[src/design/pkt_app_pkg.sv]
package pkt_app_pkg;

   // ------------------------------
   // sizes
   // ------------------------------
   localparam int NUM_PORTS      = 2;
   localparam int DATA_BYTES     = 8;
   localparam int LEN_WIDTH      = 16;
   // one spare bit so a running byte count can pass an all-ones length.
   localparam int BYTE_CNT_WIDTH = LEN_WIDTH + 1;

   typedef logic [$clog2(NUM_PORTS)-1:0] port_t;

   // ------------------------------
   // stream types
   // ------------------------------
   typedef struct packed {
      port_t                egress_port;
      logic                 trunc_enable;
      logic [LEN_WIDTH-1:0] trunc_length;
   } meta_t;

   // data is little endian, byte 0 sits in bits 7:0.
   typedef struct packed {
      logic [DATA_BYTES*8-1:0] data;
      logic [DATA_BYTES-1:0]   keep;
      logic                    last;
      port_t                   tid;
      port_t                   tdest;
      meta_t                   meta;
   } stream_beat_t;

   // ------------------------------
   // configuration levels
   // ------------------------------
   typedef struct packed {
      logic                                 drop_loop_en;
      logic                                 pause;
      port_t [NUM_PORTS-1:0]                route;
      logic  [NUM_PORTS-1:0]                trunc_enable;
      logic  [NUM_PORTS-1:0][LEN_WIDTH-1:0] trunc_length;
   } proc_cfg_t;

   // ------------------------------
   // fsm states
   // ------------------------------
   typedef enum logic {
      MUX_IDLE,
      MUX_LOCKED
   } mux_state_e;

   typedef enum logic [1:0] {
      DROP_SOP,
      DROP_PASS,
      DROP_DISCARD
   } drop_state_e;

endpackage
[src/design/pkt_app.sv]
`timescale 1ns/100ps

module pkt_app (
   input  logic                      core_clk,
   input  logic                      rst_n,
   input  pkt_app_pkg::proc_cfg_t    cfg,
   input  logic                      rx_valid   [pkt_app_pkg::NUM_PORTS],
   output logic                      rx_ready   [pkt_app_pkg::NUM_PORTS],
   input  pkt_app_pkg::stream_beat_t rx_beat    [pkt_app_pkg::NUM_PORTS],
   output logic                      tx_valid   [pkt_app_pkg::NUM_PORTS],
   input  logic                      tx_ready   [pkt_app_pkg::NUM_PORTS],
   output pkt_app_pkg::stream_beat_t tx_beat    [pkt_app_pkg::NUM_PORTS],
   output logic [15:0]               drop_count [pkt_app_pkg::NUM_PORTS]
);
   import pkt_app_pkg::*;

   logic         mux_valid;
   logic         mux_ready;
   stream_beat_t mux_beat;
   logic         proc_valid;
   logic         proc_ready;
   stream_beat_t proc_beat;
   logic         chain_valid [NUM_PORTS];
   logic         chain_ready [NUM_PORTS];
   logic         drop_valid  [NUM_PORTS];
   logic         drop_ready  [NUM_PORTS];
   stream_beat_t drop_beat   [NUM_PORTS];

   // ------------------------------
   // shared path
   // ------------------------------
   stream_mux u_mux (
      .core_clk  (core_clk),
      .rst_n     (rst_n),
      .in_valid  (rx_valid),
      .in_ready  (rx_ready),
      .in_beat   (rx_beat),
      .out_valid (mux_valid),
      .out_ready (mux_ready),
      .out_beat  (mux_beat)
   );

   meta_proc u_proc (
      .core_clk  (core_clk),
      .rst_n     (rst_n),
      .cfg       (cfg),
      .in_valid  (mux_valid),
      .in_ready  (mux_ready),
      .in_beat   (mux_beat),
      .out_valid (proc_valid),
      .out_ready (proc_ready),
      .out_beat  (proc_beat)
   );

   // packets go back to the port they came in on.
   assign proc_ready = chain_ready[proc_beat.tid];

   // ------------------------------
   // per port drop and truncation
   // ------------------------------
   for (genvar i = 0; i < NUM_PORTS; i++) begin : g_port
      assign chain_valid[i] = proc_valid && (proc_beat.tid == port_t'(i));

      pkt_drop u_drop (
         .core_clk     (core_clk),
         .rst_n        (rst_n),
         .drop_loop_en (cfg.drop_loop_en),
         .in_valid     (chain_valid[i]),
         .in_ready     (chain_ready[i]),
         .in_beat      (proc_beat),
         .out_valid    (drop_valid[i]),
         .out_ready    (drop_ready[i]),
         .out_beat     (drop_beat[i]),
         .drop_count   (drop_count[i])
      );

      pkt_trunc u_trunc (
         .core_clk  (core_clk),
         .rst_n     (rst_n),
         .in_valid  (drop_valid[i]),
         .in_ready  (drop_ready[i]),
         .in_beat   (drop_beat[i]),
         .out_valid (tx_valid[i]),
         .out_ready (tx_ready[i]),
         .out_beat  (tx_beat[i])
      );
   end

endmodule

[src/design/pkt_trunc.sv]
`timescale 1ns/100ps

module pkt_trunc (
   input  logic                      core_clk,
   input  logic                      rst_n,
   input  logic                      in_valid,
   output logic                      in_ready,
   input  pkt_app_pkg::stream_beat_t in_beat,
   output logic                      out_valid,
   input  logic                      out_ready,
   output pkt_app_pkg::stream_beat_t out_beat
);
   import pkt_app_pkg::*;

   logic                      load_ok;
   logic                      in_fire;
   logic                      tail;
   logic [LEN_WIDTH-1:0]      length;
   logic [BYTE_CNT_WIDTH-1:0] bytes_before;
   logic [BYTE_CNT_WIDTH-1:0] beat_bytes;
   logic [BYTE_CNT_WIDTH-1:0] end_count;
   logic [BYTE_CNT_WIDTH-1:0] remaining;
   logic                      cut;
   logic                      emit;
   stream_beat_t              trim_beat;

   assign load_ok  = !out_valid || out_ready;
   assign in_ready = tail || load_ok;
   assign in_fire  = in_valid && in_ready;

   // no truncation means an all-ones length.
   assign length = in_beat.meta.trunc_enable ? in_beat.meta.trunc_length : '1;

   // ------------------------------
   // byte accounting
   // ------------------------------
   always_comb begin
      beat_bytes = '0;
      for (int i = 0; i < DATA_BYTES; i++) begin
         beat_bytes = beat_bytes + BYTE_CNT_WIDTH'(in_beat.keep[i]);
      end
   end

   assign end_count = bytes_before + beat_bytes;
   assign remaining = BYTE_CNT_WIDTH'(length) - bytes_before;
   assign cut       = !tail && (end_count >= BYTE_CNT_WIDTH'(length));
   // a zero length leaves nothing to send on the boundary beat.
   assign emit      = in_valid && !tail && !(cut && remaining == '0);

   always_comb begin
      trim_beat = in_beat;
      if (cut) begin
         trim_beat.last = 1'b1;
         for (int i = 0; i < DATA_BYTES; i++) begin
            trim_beat.keep[i] = in_beat.keep[i] && (BYTE_CNT_WIDTH'(i) < remaining);
         end
      end
   end

   always_ff @(posedge core_clk or negedge rst_n) begin
      if (!rst_n) begin
         tail         <= 1'b0;
         bytes_before <= '0;
      end else if (in_fire) begin
         if (in_beat.last) begin
            tail         <= 1'b0;
            bytes_before <= '0;
         end else if (cut) begin
            tail <= 1'b1;
         end else if (!tail) begin
            bytes_before <= end_count;
         end
      end
   end

   // ------------------------------
   // output register
   // ------------------------------
   always_ff @(posedge core_clk or negedge rst_n) begin
      if (!rst_n) begin
         out_valid <= 1'b0;
      end else if (load_ok) begin
         out_valid <= emit;
      end
   end

   always_ff @(posedge core_clk) begin
      if (in_fire && emit) begin
         out_beat <= trim_beat;
      end
   end

   // holds because the drop stage upstream removes keep-zero packets.
   a_keep_nonzero: assert property (@(posedge core_clk) disable iff (!rst_n)
      out_valid |-> (out_beat.keep != '0))
      else $error("empty beat on output");

endmodule

[src/design/pkt_drop.sv]
`timescale 1ns/100ps

module pkt_drop (
   input  logic                      core_clk,
   input  logic                      rst_n,
   input  logic                      drop_loop_en,
   input  logic                      in_valid,
   output logic                      in_ready,
   input  pkt_app_pkg::stream_beat_t in_beat,
   output logic                      out_valid,
   input  logic                      out_ready,
   output pkt_app_pkg::stream_beat_t out_beat,
   output logic [15:0]               drop_count
);
   import pkt_app_pkg::*;

   drop_state_e state;
   logic        load_ok;
   logic        in_fire;
   logic        zero_len;
   logic        loop_pkt;
   logic        drop_now;
   logic        pass_beat;

   assign load_ok  = !out_valid || out_ready;
   // discarded beats are swallowed regardless of the output side.
   assign in_ready = (state == DROP_DISCARD) || load_ok;
   assign in_fire  = in_valid && in_ready;

   assign zero_len  = in_beat.last && (in_beat.keep == '0);
   assign loop_pkt  = drop_loop_en && (in_beat.tdest == in_beat.tid);
   assign drop_now  = (state == DROP_SOP) && (zero_len || loop_pkt);
   assign pass_beat = in_valid && (state != DROP_DISCARD) && !drop_now;

   always_ff @(posedge core_clk or negedge rst_n) begin
      if (!rst_n) begin
         state      <= DROP_SOP;
         drop_count <= '0;
      end else if (in_fire) begin
         if (drop_now) begin
            drop_count <= drop_count + 16'd1;
         end
         if (in_beat.last) begin
            state <= DROP_SOP;
         end else if (state == DROP_SOP) begin
            state <= drop_now ? DROP_DISCARD : DROP_PASS;
         end
      end
   end

   always_ff @(posedge core_clk or negedge rst_n) begin
      if (!rst_n) begin
         out_valid <= 1'b0;
      end else if (load_ok) begin
         out_valid <= pass_beat;
      end
   end

   always_ff @(posedge core_clk) begin
      if (in_fire && pass_beat) begin
         out_beat <= in_beat;
      end
   end

   // a beat of a dropped packet never loads the output register.
   a_no_out_discard: assert property (@(posedge core_clk) disable iff (!rst_n)
      (in_fire && (drop_now || state == DROP_DISCARD)) |=> (!out_valid || $stable(out_beat)))
      else $error("beat emitted from a dropped packet");

endmodule

[src/design/meta_proc.sv]
`timescale 1ns/100ps

module meta_proc (
   input  logic                      core_clk,
   input  logic                      rst_n,
   input  pkt_app_pkg::proc_cfg_t    cfg,
   input  logic                      in_valid,
   output logic                      in_ready,
   input  pkt_app_pkg::stream_beat_t in_beat,
   output logic                      out_valid,
   input  logic                      out_ready,
   output pkt_app_pkg::stream_beat_t out_beat
);
   import pkt_app_pkg::*;

   logic  gate_valid;
   logic  load_ok;
   logic  in_fire;
   logic  sop;
   meta_t sop_meta;
   meta_t pkt_meta;
   meta_t cur_meta;

   // ------------------------------
   // pause gate
   // ------------------------------
   assign load_ok    = !out_valid || out_ready;
   assign gate_valid = in_valid && !cfg.pause;
   assign in_ready   = load_ok && !cfg.pause;
   assign in_fire    = gate_valid && in_ready;

   // ------------------------------
   // metadata lookup
   // ------------------------------
   // tables are indexed by the ingress port.
   always_comb begin
      sop_meta.egress_port  = cfg.route[in_beat.tid];
      sop_meta.trunc_enable = cfg.trunc_enable[in_beat.tid];
      sop_meta.trunc_length = cfg.trunc_length[in_beat.tid];
   end

   // later beats keep the values seen at sop, even if cfg moves.
   assign cur_meta = sop ? sop_meta : pkt_meta;

   always_ff @(posedge core_clk or negedge rst_n) begin
      if (!rst_n) begin
         sop <= 1'b1;
      end else if (in_fire) begin
         sop <= in_beat.last;
      end
   end

   always_ff @(posedge core_clk) begin
      if (in_fire && sop) begin
         pkt_meta <= sop_meta;
      end
   end

   // ------------------------------
   // output register
   // ------------------------------
   always_ff @(posedge core_clk or negedge rst_n) begin
      if (!rst_n) begin
         out_valid <= 1'b0;
      end else if (load_ok) begin
         out_valid <= gate_valid;
      end
   end

   always_ff @(posedge core_clk) begin
      if (in_fire) begin
         out_beat       <= in_beat;
         out_beat.tdest <= cur_meta.egress_port;
         out_beat.meta  <= cur_meta;
      end
   end

   a_out_hold: assert property (@(posedge core_clk) disable iff (!rst_n)
      (out_valid && !out_ready) |=> (out_valid && $stable(out_beat)))
      else $error("output beat changed while stalled");

endmodule

[src/design/stream_mux.sv]
`timescale 1ns/100ps

module stream_mux (
   input  logic                      core_clk,
   input  logic                      rst_n,
   input  logic                      in_valid [pkt_app_pkg::NUM_PORTS],
   output logic                      in_ready [pkt_app_pkg::NUM_PORTS],
   input  pkt_app_pkg::stream_beat_t in_beat  [pkt_app_pkg::NUM_PORTS],
   output logic                      out_valid,
   input  logic                      out_ready,
   output pkt_app_pkg::stream_beat_t out_beat
);
   import pkt_app_pkg::*;

   mux_state_e state;
   port_t      grant;
   port_t      other;
   port_t      pick;
   port_t      sel;
   logic       last_fire;

   // ------------------------------
   // arbitration
   // ------------------------------
   // grant doubles as the last port served, so the other port has priority.
   assign other = grant + port_t'(1);
   assign pick  = in_valid[other] ? other : grant;
   assign sel   = (state == MUX_LOCKED) ? grant : pick;

   assign out_valid = in_valid[sel];
   assign out_beat  = in_beat[sel];
   assign last_fire = out_valid && out_ready && out_beat.last;

   always_comb begin
      for (int i = 0; i < NUM_PORTS; i++) begin
         in_ready[i] = out_ready && (sel == port_t'(i));
      end
   end

   // lock as soon as a beat is shown, so the offered beat cannot switch ports.
   always_ff @(posedge core_clk or negedge rst_n) begin
      if (!rst_n) begin
         state <= MUX_IDLE;
         grant <= '0;
      end else begin
         case (state)
            MUX_IDLE: begin
               if (out_valid) begin
                  grant <= pick;
                  if (!last_fire) begin
                     state <= MUX_LOCKED;
                  end
               end
            end
            MUX_LOCKED: begin
               if (last_fire) begin
                  state <= MUX_IDLE;
               end
            end
            default: state <= MUX_IDLE;
         endcase
      end
   end

   // a packet is never interleaved with the other port.
   a_grant_held: assert property (@(posedge core_clk) disable iff (!rst_n)
      (out_valid && !last_fire) |=> (sel == $past(sel)))
      else $error("grant moved inside a packet");

endmodule

[config.mk]
export PLATFORM = sky130hd
export DESIGN_NAME = pkt_app
export DESIGN_NICKNAME = d
export VERILOG_FILES = /design/src/design/pkt_app_pkg.sv /design/src/design/pkt_app.sv /design/src/design/pkt_trunc.sv /design/src/design/pkt_drop.sv /design/src/design/meta_proc.sv /design/src/design/stream_mux.sv
export SDC_FILE = /design/constraint.sdc
export NUM_CORES = 1
export LEC_CHECK = 0
export BUFFER_PORTS_ARGS = -buffer_cell sky130_fd_sc_hd__buf_2
export CAP_MARGIN = 40
export CORE_ASPECT_RATIO = 1.4
export CORE_MARGIN = 1.5
export CORE_UTILIZATION = 35
export DETAILED_ROUTE_END_ITERATION = 10
export PLACE_DENSITY = 0.51
export SYNTH_ARGS = -nofsm -noshare
export SYNTH_HDL_FRONTEND = slang
export SYNTH_SLANG_ARGS = --single-unit
[constraint.sdc]
create_clock -name core_clk -period 17.2 [get_ports core_clk]
set_clock_uncertainty 0.2 [all_clocks]
set_input_delay 1.72 -clock core_clk [delete_from_list [all_inputs] [get_ports core_clk]]
set_output_delay 1.72 -clock core_clk [all_outputs]
set_load 0.02 [all_outputs]
# Word-level counts from Yosys, hierarchy flattened
# Cells that the tools add are included.
# word_totals
word_cells	246
in_bits	230
register_bits	558
output_inout_bits	222
# op_classes
n_mux	44
n_bitwise	6
n_eq_ne	9
magnitude_cmp	22
n_addsub	21
reduce_logical	90
# ops
op	n
$mux W93	3
$add A17 B1 Y17	12
$lt A3 B17 Y1 const A	8
$mux W17	6
$lt A1 B17 Y1 const A	4
$lt A2 B17 Y1 const A	4
$mux W16	4
$logic_and A1 B1 Y1	50
$add A17 B17 Y17	2
$ge A17 B16 Y1	2
$logic_not A17 Y1	2
$sub A16 B17 Y17	2
$add A16 B1 Y16 const B	2
$mux W1	21
$mux W18	1
$mux W9	2
$reduce_and A2 Y1	7
$logic_not A1 Y1	12
$mux W2	6
$logic_or A1 B1 Y1	10
$logic_not A8 Y1	1
$ne A2 B2 Y1 const B	4
$reduce_bool A2 Y1	4
$ge A2 B2 Y1 const B	3
other kinds (11)	20

# Depth between registers and ports, before layout
# Gate-level depths: netlist of run 1.
# depth
depth_word	16
depth_mapped	26
depth_no_buf	24

# By module
# A second synthesis of run 1 with hierarchy kept.
# unflattened
hier_cells	1634
area_unflattened_um2	24588.6
# by_module_without_submodules
mod	seq_area_each_um2	instances	area_per_inst_um2	cells_per_inst
pkt_drop	3268.1	2	3723.6	182
pkt_trunc (g_port[0].u_trunc)	3268.1	1	5880.6	495
pkt_trunc (g_port[1].u_trunc)	3268.1	1	5754.3	483
meta_proc	3354.5	1	3927.5	160
stream_mux	50.0	1	1547.7	129
pkt_app	0.0	1	31.3	3

# Worst setup path after synthesis of run 1
# No wires, ideal clock.
# synth_timing
path_type	reg-to-reg
from	register g_port[1].u_drop.out_beat[21] (netlist name)
to	register g_port[1].u_trunc.out_beat[0] (netlist name) (enable)
arrival_time_ns	11.795
t_required_ns	16.317
path_buffers	1
path_stages_with_launch	26
path_slack_ns	4.522
synth_period_minus_slack_ns	12.678
setup_time_ns	0.683
path_cell_list	edfxtp_1 ha_1 inv_1 fa_1 fa_1 fa_1 inv_1 ha_1 inv_1 fa_1 nor2b_1 o31a_1 o2111ai_1 or2_2 clkbuf_1 nor4_1 xnor2_1 ha_1 nand3_1 nor2_1 a221oi_1 o211a_1 a21oi_1 nand4_1 nor3_1 a21boi_0
# synth_between
elab_chain_cells	14
# synth_lines
item	line	text
from (decl)	pkt_drop.sv:12	output pkt_app_pkg::stream_beat_t out_beat,
from (signal assigned)	pkt_drop.sv:61	out_beat <= in_beat;
$add A1 B1 Y2	pkt_trunc.sv:40	beat_bytes = beat_bytes + BYTE_CNT_WIDTH'(in_beat.keep[i]);
$add A17 B1 Y17 (6 in series)	pkt_trunc.sv:40	
$add A17 B17 Y17	pkt_trunc.sv:44	assign end_count = bytes_before + beat_bytes;
$ge A17 B16 Y1	pkt_trunc.sv:46	assign cut = !tail && (end_count >= BYTE_CNT_WIDTH'(length));
$logic_and A1 B1 Y1	pkt_trunc.sv:46	
$logic_and A1 B1 Y1	pkt_trunc.sv:48	assign emit = in_valid && !tail && !(cut && remaining == '0);
$logic_not A1 Y1	pkt_trunc.sv:48	
$logic_and A1 B1 Y1	pkt_trunc.sv:48	
$logic_and A1 B1 Y1	pkt_trunc.sv:88	if (in_fire && emit) begin
to (signal assigned)	pkt_trunc.sv:89	out_beat <= trim_beat;
to (decl)	pkt_trunc.sv:11	output pkt_app_pkg::stream_beat_t out_beat
# Every way passes these cells.
# A chain may end at the register's enable or synchronous reset.

# Worst setup path in the final report of run 1
# layout_timing
from	register g_port[0].u_drop.out_beat[21] (netlist name)
to	register g_port[0].u_trunc.out_beat[57] (netlist name) (enable)
# layout_between
elab_chain_cells	14
# layout_lines
item	line
from (decl)	pkt_drop.sv:12
from (signal assigned)	pkt_drop.sv:61
$add A1 B1 Y2	pkt_trunc.sv:40
$add A17 B1 Y17 (6 in series)	pkt_trunc.sv:40
$add A17 B17 Y17	pkt_trunc.sv:44
$ge A17 B16 Y1	pkt_trunc.sv:46
$logic_and A1 B1 Y1	pkt_trunc.sv:46
$logic_and A1 B1 Y1	pkt_trunc.sv:48
$logic_not A1 Y1	pkt_trunc.sv:48
$logic_and A1 B1 Y1	pkt_trunc.sv:48
$logic_and A1 B1 Y1	pkt_trunc.sv:88
to (signal assigned)	pkt_trunc.sv:89
to (decl)	pkt_trunc.sv:11
# Every way passes these cells.

==> results of run 1 <==
==> per-stage QoR <==
stage / instance area [um2] / setup WS [ns] / total power [mW] / instances
floorplan: 23560 / 4.522 / 2.585 / 1568
global placement: 26750 / 8.817 / 2.899 / 2820
detailed placement: 26850 / 8.811 / 2.928 / 2826
CTS: 28540 / 8.747 / 4.102 / 2922
global route: 28540 / 8.278 / 4.288 / 2922
finish: 28540 / 8.873 / 4.045 / 2922
==> placed cells by master (no fill, tap or decap), drive strengths merged, types with 19 or more instances in the layout <==
master | Yosys | layout
edfxtp | 478 | 478
buf | 7 | 432
inv | 117 | 119
mux2 | 112 | 112
ha | 90 | 90
nor2 | 83 | 83
dfrtp | 79 | 79
a21oi | 69 | 69
clkbuf | 24 | 67
xnor2 | 66 | 66
nand2 | 56 | 56
nand2b | 55 | 55
o21ai | 43 | 43
nand3 | 25 | 25
nand4 | 20 | 20
nor3 | 19 | 19
clkinv | 0 | 19
==> cell type report <==
| class | instances | area [um2] |
|---|---|---|
| Clock buffer | 67 | 1379 |
| Clock inverter | 29 | 310.3 |
| Fill cell | 6074 | 38030 |
| Inverter | 117 | 439.2 |
| Multi-Input combinational cell | 862 | 6704 |
| Sequential cell | 558 | 16360 |
| Tap cell | 855 | 1070 |
| Timing Repair Buffer | 434 | 2280 |
==> sequential cells by signal (all words and copies together) (netlist names) <==
signal                       flops
g_port.u_drop.out_valid          2
u_proc.pkt_meta                 18
u_proc.out_beat                 92
u_proc.out_valid                 1
u_proc.sop                       1
g_port.u_drop.out_beat         184
g_port.u_drop.state              4
g_port.u_trunc.tail              2
u_mux.grant                      1
g_port.u_trunc.out_valid         2
g_port.u_trunc.bytes_before     34
u_mux.state                      1
g_port.u_drop.drop_count        32
g_port.u_trunc.out_beat        184
==> worst max-delay path, stage by stage, from the launching register on <==
cell and delay [ns]:
edfxtp_1 0.40, ha_1 0.30, inv_1 0.07, fa_1 0.42
fa_1 0.52, fa_1 0.41, inv_1 0.07, ha_1 0.16
inv_1 0.06, fa_1 0.41, nor2b_1 0.17, o31a_1 0.19
o21ai_0 0.23, or3b_2 0.58, xnor2_1 0.15, ha_1 0.35
a211o_1 0.31, a211oi_1 0.29, o211ai_1 0.23, nor2_1 0.29
or4_1 0.17, nor4_1 0.05, clkdlybuf4s18_2 0.26, nor2_4 0.41
buf_4 0.56, buf_4 0.61
==> cell families after synthesis <==
kind of cell | after synthesis | synth area share, %
flip-flops | 558 | 69.42
AND/OR/NAND/NOR | 339 | 7.567
AO/OA/AOI/OAI | 210 | 5.741
buffers and inverters | 148 | 2.437
multiplexers | 130 | 6.118
adder cells (fa/ha/maj) | 100 | 5.629
XOR/XNOR | 83 | 3.085
==> where the power goes <==
group	switching, mW	leakage (nW)	total, mW	internal (mW)
Combinational	0.656	5.00	1.10	0.445
Clock	0.517	0.810	1.15	0.634
Sequential	0.102	5.38	1.79	1.69
Total	1.27	11.2	4.05	2.77
==> path summary, 6_finish.rpt <==
kind	start	to	slack (ns)
worst min register to register	g_port[0].u_drop.out_beat[63]$_DFFE_PP_	g_port[0].u_trunc.out_beat[63]$_DFFE_PP_	0.22
max in group asynchronous	rst_n	g_port[0].u_trunc.bytes_before[3]$_DFFE_PN0P_	14.82
worst max-delay path	g_port[0].u_drop.out_beat[21]$_DFFE_PP_	g_port[0].u_trunc.out_beat[57]$_DFFE_PP_	8.87
worst max register to register	g_port[0].u_drop.out_beat[21]$_DFFE_PP_	g_port[0].u_trunc.out_beat[57]$_DFFE_PP_	8.87
worst min-delay path	g_port[0].u_drop.out_beat[63]$_DFFE_PP_	g_port[0].u_trunc.out_beat[63]$_DFFE_PP_	0.22
min in group asynchronous	rst_n	g_port[0].u_drop.drop_count[10]$_DFFE_PN0P_	0.85
==> per-layer routing <==
| layer | up-vias | wire [um] |
|---|---|---|
| met3 | 102 | 4755 |
| met4 | 4 | 1554 |
| met5 | - | 25 |
| li1 | 6747 | - |
| met2 | 494 | 30200 |
| met1 | 7005 | 24080 |
==> impl_results.md, run 1 <==
* Status: complete, no violations
* Netlist cell types at 73
* Total grt overflow at 0
* GRT met2 Usage at between 30% and 40%
* HP Class: reg2reg
* Share of layout cells above drive strength 1 at approximately a third
* Syn Nets at 1898
* GR met3 Demand/Resource at roughly 5.6%
* Post-synth EDFFs at approximately 480
* Initial antenna violation count at 3
* Ports at about 450
* Total vias in the final route at ~14000
* H-Tree Depth at 2
* Post-CTS Setup Inserts at 0
* Yosys warnings at 0
* Die Width at 222.3 um
* WHS Path Cells at 0
* Layout net count at around 2400
* Crit end category: register
* Max Root-Sink Buffers at 3
* Top-count cell post-synth: edfxtp_1
* WL final at between 60000 and 70000 um
* Site Rows at about 110
* PwrDens at 141.7 nW/um2
* Vias per cell at slightly below 5
* Period utilisation layout at between 40% and 50%
* Post-synthesis cell area at 23560 um2
* Post-route ant nets at 0
* # hold bufs at CTS at 0
* Sequential fraction of the synthesis area at between 60 and 70%
* Max Cap Viol at 0
* Number of global-route vias before repair at roughly 15000
* DP Wirelength at 44810 um
* WP data required at roughly 17 ns
* Post-synth top area share at between 60% and 70%
* CP Max Fanout at 40
* N_diodes at 0
* GR peak layer: met2
* Syn Area/Cell at 15.03 um2
* Skew-Pair Late Insertion Delay at around 0.62 ns
* Fin crit period at 8.327 ns
* Die Area at 68910 um2
* Headroom to the max-slew limit at between 30% and 40%
* Post_cts resized at 0
* Slew Viols, Final at 0
* Number of port buffers at about 410
* Initial DRC count at about 820
* DRT Pass-1 Iters at 5
* Largest cells by area after synthesis: edfxtp_1, dfrtp_1, mux2_2, ha_1, xnor2_1
* Pin count of the biggest net entering global routing at 72
* RSZ-0062 raised after global routing: false
* Max VDD drop at approximately 0.087 mV
* Area growth syn-to-layout at 21.12%
* First-pass GRT wire length at about 90000 um
* TritonCTS Buffers at between 50 and 60
* TritonCTS sink count at 558
* GRT met1 Usage at between 20% and 30%
* WHS at 0.2161 ns
* Seq cells post-synth at approximately 560
* Finished Core Util at between 40% and 50%
* Core footprint at between 60000 and 70000 um2
* All-Layer GR Usage at between 10% and 20%
* Clk root buf: clkbuf_16
* DRC Markers at 0
* CTS tree: done
* Reg clk slew, reported paths at roughly 0.06 ns
* Reg2Reg Depth at 25
* Most used DFF post-synth: edfxtp_1
* Final Hold Viols at 0
* Area leader, netlist: edfxtp_1
* Post-synth top cells: edfxtp_1, inv_1, mux2_2
* Gpl congestion at approximately 0.85
* Arr. time, crit path at roughly 8.4 ns
* WL/cell at approximately 21 um
* Final setup fails at 0
* Post-synth ARST share at between 10% and 20%
* Setup TNS at 0 ns
* Synth Instances at about 1600
* Initial core utilization at 35.40%
* Fmax at 120.1 MHz
* Leak at ~11 nW
* Crit path kind: reg2reg
* Worst Setup Start Kind: register
* Die Y at 310.0 um
* Slew @ Worst Pin at 0.9188 ns
Power figures use the tool's default switching activity.
==> run 2, diff against run 1 <==
--- a/config.mk
+++ b/config.mk
@@ -5,13 +5,14 @@
 export SDC_FILE = /design/constraint.sdc
 export NUM_CORES = 1
 export LEC_CHECK = 0
+export ABC_AREA = 1
 export BUFFER_PORTS_ARGS = -buffer_cell sky130_fd_sc_hd__buf_2
 export CAP_MARGIN = 40
 export CORE_ASPECT_RATIO = 1.4
 export CORE_MARGIN = 1.5
 export CORE_UTILIZATION = 35
 export DETAILED_ROUTE_END_ITERATION = 10
-export PLACE_DENSITY = 0.51
+export PLACE_DENSITY = 0.5
 export SYNTH_ARGS = -nofsm -noshare
 export SYNTH_HDL_FRONTEND = slang
 export SYNTH_SLANG_ARGS = --single-unit
==> constraint.sdc (replaced) <==
create_clock -name core_clk -period 8.14 [get_ports core_clk]
set_clock_uncertainty 0.2 [all_clocks]
set_input_delay 0.814 -clock core_clk [delete_from_list [all_inputs] [get_ports core_clk]]
set_output_delay 0.814 -clock core_clk [all_outputs]
set_load 0.02 [all_outputs]
==> impl_results.md, run 2 <==
* CTS tree: done
* Die Width at 227.5 um (+2.3%)
* Area leader, netlist: edfxtp_1
* Synth Instances at 2258 (+44%)
* Final Hold Viols at 0 (unchanged)
* Pre-CTS setup slack at 1.103 ns (-7.708 ns)
* Initial antenna violation count at 9 (+6)
* Skew-Pair Late Insertion Delay at 0.62 ns (about the same)
* Pin count of the biggest net entering global routing at 80 (+11%)
* Reg clk slew, reported paths at 0.06 ns (about the same)
* Crit path top cell by count: nand2_1
* Vias per cell at 4.669 (-4.9%)
* Area growth syn-to-layout at 20.82%
* Setup TNS at 0 ns (unchanged)
* Largest family of logic cells by synthesized area: simple AND/OR/NAND/NOR gates
* Simple-Gate Fraction of Synth Area at 18.65% (+11 points)
* Ports at 452 (unchanged)
* Post-CTS Setup Inserts at 0 (unchanged)
* Mux cell area share after synthesis at 0% (-6.1 points)
* WHS Path Cells at 0 (unchanged)
* Post-route ant nets at 0 (unchanged)
* Max Root-Sink Buffers at 3 (unchanged)
* Post-synth top area share at 58.13% (-2.8 points)
* Crit path max-delay cell type: fa_1
* Post-Synth Adder-Cell Area at 5.371% (-0.26 points)
* Status: complete, no violations
* Site Rows at 115 (+2.7%)
* DP Wirelength at 52080 um (+16%)
* R2R Setup Slk at 1.11 ns (-7.77 ns)
* Most frequent cells in the layout: nand2_1, edfxtp_1, buf_2, inv_1, nor2_1
* Sequential fraction of the synthesis area at 66.24% (-3.2 points)
* Worst Hold End: g_port[1].u_trunc.out_beat[53]$_DFFE_PP_
* Reg2Reg Depth at 29 (+16%)
* Post-synthesis cell area at 24690 um2 (+4.8%)
* CP Max Fanout at 28 (-30%)
* Fmax at 142.1 MHz (+18%)
* Share of layout cells above drive strength 1 at 19.81% (-12 points)
* Max VDD drop at 0.1763 mV (+100%)
* Biggest cell delay along the critical path at 0.51 ns (-0.10 ns)
* Complex-gate fraction of the synthesized area at 2.574% (-3.2 points)
* Syn Area/Cell at 10.94 um2 (-27%)
* Total grt overflow at 0 (unchanged)
* Final WS setup at 1.105 ns (-7.768 ns)
* Die Area at 72180 um2 (+4.8%)
* Most used DFF post-synth: edfxtp_1
* Arr. time, crit path at 7.10 ns (-1.27 ns)
* All-Layer GR Usage at 18.83% (+1.3 points)
* First-pass GRT wire length at 101000 um (+12%)
* Post-synth ARST share at 14.34% (unchanged)
* Fin crit period at 7.035 ns (-1.292 ns)
* Total Power at 8.234 mW (+100%)
* Initial core utilization at 35.24% (-0.16 points)
* Slew @ Worst Pin at 0.8813 ns (-0.03751 ns)
* Post-synth top cells: nand2_1, edfxtp_1, inv_1
* PwrDens at 276.0 nW/um2 (+95%)
* WL/cell at 18.55 um (-11%)
* Slew Viols, Final at 0 (unchanged)
* WL final at 68370 um (+13%)
* Die Y at 317.3 um (+2.4%)
* Max Cap Viol at 0 (unchanged)
* Syn Nets at 2588 (+36%)
* Core footprint at 70070 um2 (+5.3%)
* HP Class: reg2reg
* TritonCTS sink count at 558 (unchanged)
* Total vias in the final route at 17210 (+20%)
* Most common library cell in the layout ignoring fill and taps: nand2_1
* Clk root buf: clkbuf_16
* Number of global-route vias before repair at 17160 (+17%)
* H-Tree Depth at 2 (unchanged)
* Initial DRC count at 879 (+7.7%)
* Layout net count at 3032 (+29%)
* Headroom to the max-slew limit at 41.25% (+2.5 points)
* Leak at 13.08 nW (+17%)
* Post-synth EDFFs at 478 (unchanged)
* Final setup fails at 0 (unchanged)
* Post-synthesis share of cell area spent on xor and xnor gates at 2.057% (-1.0 points)
* Min-delay src: g_port[1].u_drop.out_beat[53]$_DFFE_PP_
* Post_cts resized at 0 (unchanged)
* Worst reg2reg path endpoint: g_port[0].u_trunc.out_beat[18]$_DFFE_PP_
* TritonCTS Buffers at 54 (+1.9%)
* Number of port buffers at 413 (unchanged)
* Crit path kind: reg2reg
* Yosys warnings at 0 (unchanged)
* Seq cells post-synth at 558 (unchanged)
* Largest cells by area after synthesis: edfxtp_1, nand2_1, dfrtp_1, ha_1, inv_1
* Netlist cell types at 51 (-30%)
* Top-count cell post-synth: nand2_1
* Crit end category: register
* Worst r2r src: g_port[0].u_drop.out_beat[21]$_DFFE_PP_
* Worst Setup Start Kind: register
* DRT Pass-1 Iters at 5 (unchanged)
* Period utilisation layout at 86.42% (+38 points)
* WP data required at 8.20 ns (-9.04 ns)
* Largest regs: g_port.u_drop.out_beat x184, g_port.u_trunc.out_beat x184, u_proc.out_beat x92
* DRC Markers at 0 (unchanged)
* RSZ-0062 raised after global routing: false
* Gpl congestion at 0.8863 (+4.0%)
==> run 2: logic make-up after synthesis <==
kind of cell	count (synthesis)
compound gates	109
xor+xnor	58
flops	558
fa+ha+maj	100
buf+inv	326
simple gates	1107
==> run 2: layout make-up <==
class                   instances  area, um2
diodes                          3      7.507
clock buffers                  60       1374
clock inverters                40      486.7
fillers                      6734      40240
inverters                     285       1070
multi-input cells            1374       7119
flip-flops and latches        558      16360
well taps                     936       1171
repair buffers                429       2250
==> run 2: worst max-delay path, delay by kind of cell (launching register included) <==
kind | cells | cell delay, ns
buffers and inverters | 5 | 0.76
AOI/OAI and AO/OA | 3 | 0.60
and+or+nand+nor | 13 | 1.92
xor gates and xnor gates | 1 | 0.25
adders and majority gates | 7 | 2.54
DFF | 1 | 0.40
==> run 2: stage by stage <==
| step | hold slack (ns) | util (%) | std cells | instance area [um2] |
|---|---|---|---|---|
| after floorplan | 0.2003 | - | 2258 | 24700 |
| after global placement | 0.2003 | 39.86 | 3580 | 27930 |
| after detailed placement | 0.2045 | 39.90 | 3581 | 27960 |
| after CTS | 0.2147 | 42.57 | 3682 | 29830 |
| after global routing | 0.2184 | 42.57 | 3684 | 29830 |
| final | 0.2104 | 42.58 | 3685 | 29830 |
==> run 2: routing by layer <==
layer	routed length, um	global-route usage (%)	vias to the layer above
li1	-	-	8396
met2	35420	34.59	507
met3	5116	5.359	114
met5	41	0	-
met4	2081	5.990	6
met1	25710	20.74	8183
==> run 2: repair_timing <==
action / in CTS / in global routing
hold buffers: 1 / 0
setup endpoints to repair: 0 / 0
endpoints found under the hold margin: 28 / 0
==> run 2: report_power, final <==
part           total [mW]  internal (mW)  switching, mW
clock network        2.63           1.51           1.12
logic                1.78          0.523           1.25
registers            3.82           3.61          0.215
==> run 2: how the worst max path moves through the flow <==
stage / start / to / slack [ns] / cells past startpoint
global placement: g_port[0].u_drop.out_beat[21]$_DFFE_PP_ / g_port[0].u_trunc.out_beat[19]$_DFFE_PP_ / 1.14 / 29
CTS: g_port[0].u_drop.out_beat[21]$_DFFE_PP_ / g_port[0].u_trunc.out_beat[19]$_DFFE_PP_ / 1.08 / 29
finish: g_port[0].u_drop.out_beat[21]$_DFFE_PP_ / g_port[0].u_trunc.out_beat[18]$_DFFE_PP_ / 1.11 / 29
floorplan: g_port[0].u_drop.out_beat[21]$_DFFE_PP_ / g_port[0].u_trunc.out_beat[0]$_DFFE_PP_ / 0.29 / 28
detailed placement: g_port[0].u_drop.out_beat[21]$_DFFE_PP_ / g_port[0].u_trunc.out_beat[10]$_DFFE_PP_ / 1.10 / 29
global route: g_port[0].u_drop.out_beat[21]$_DFFE_PP_ / g_port[0].u_trunc.out_beat[19]$_DFFE_PP_ / 0.62 / 29
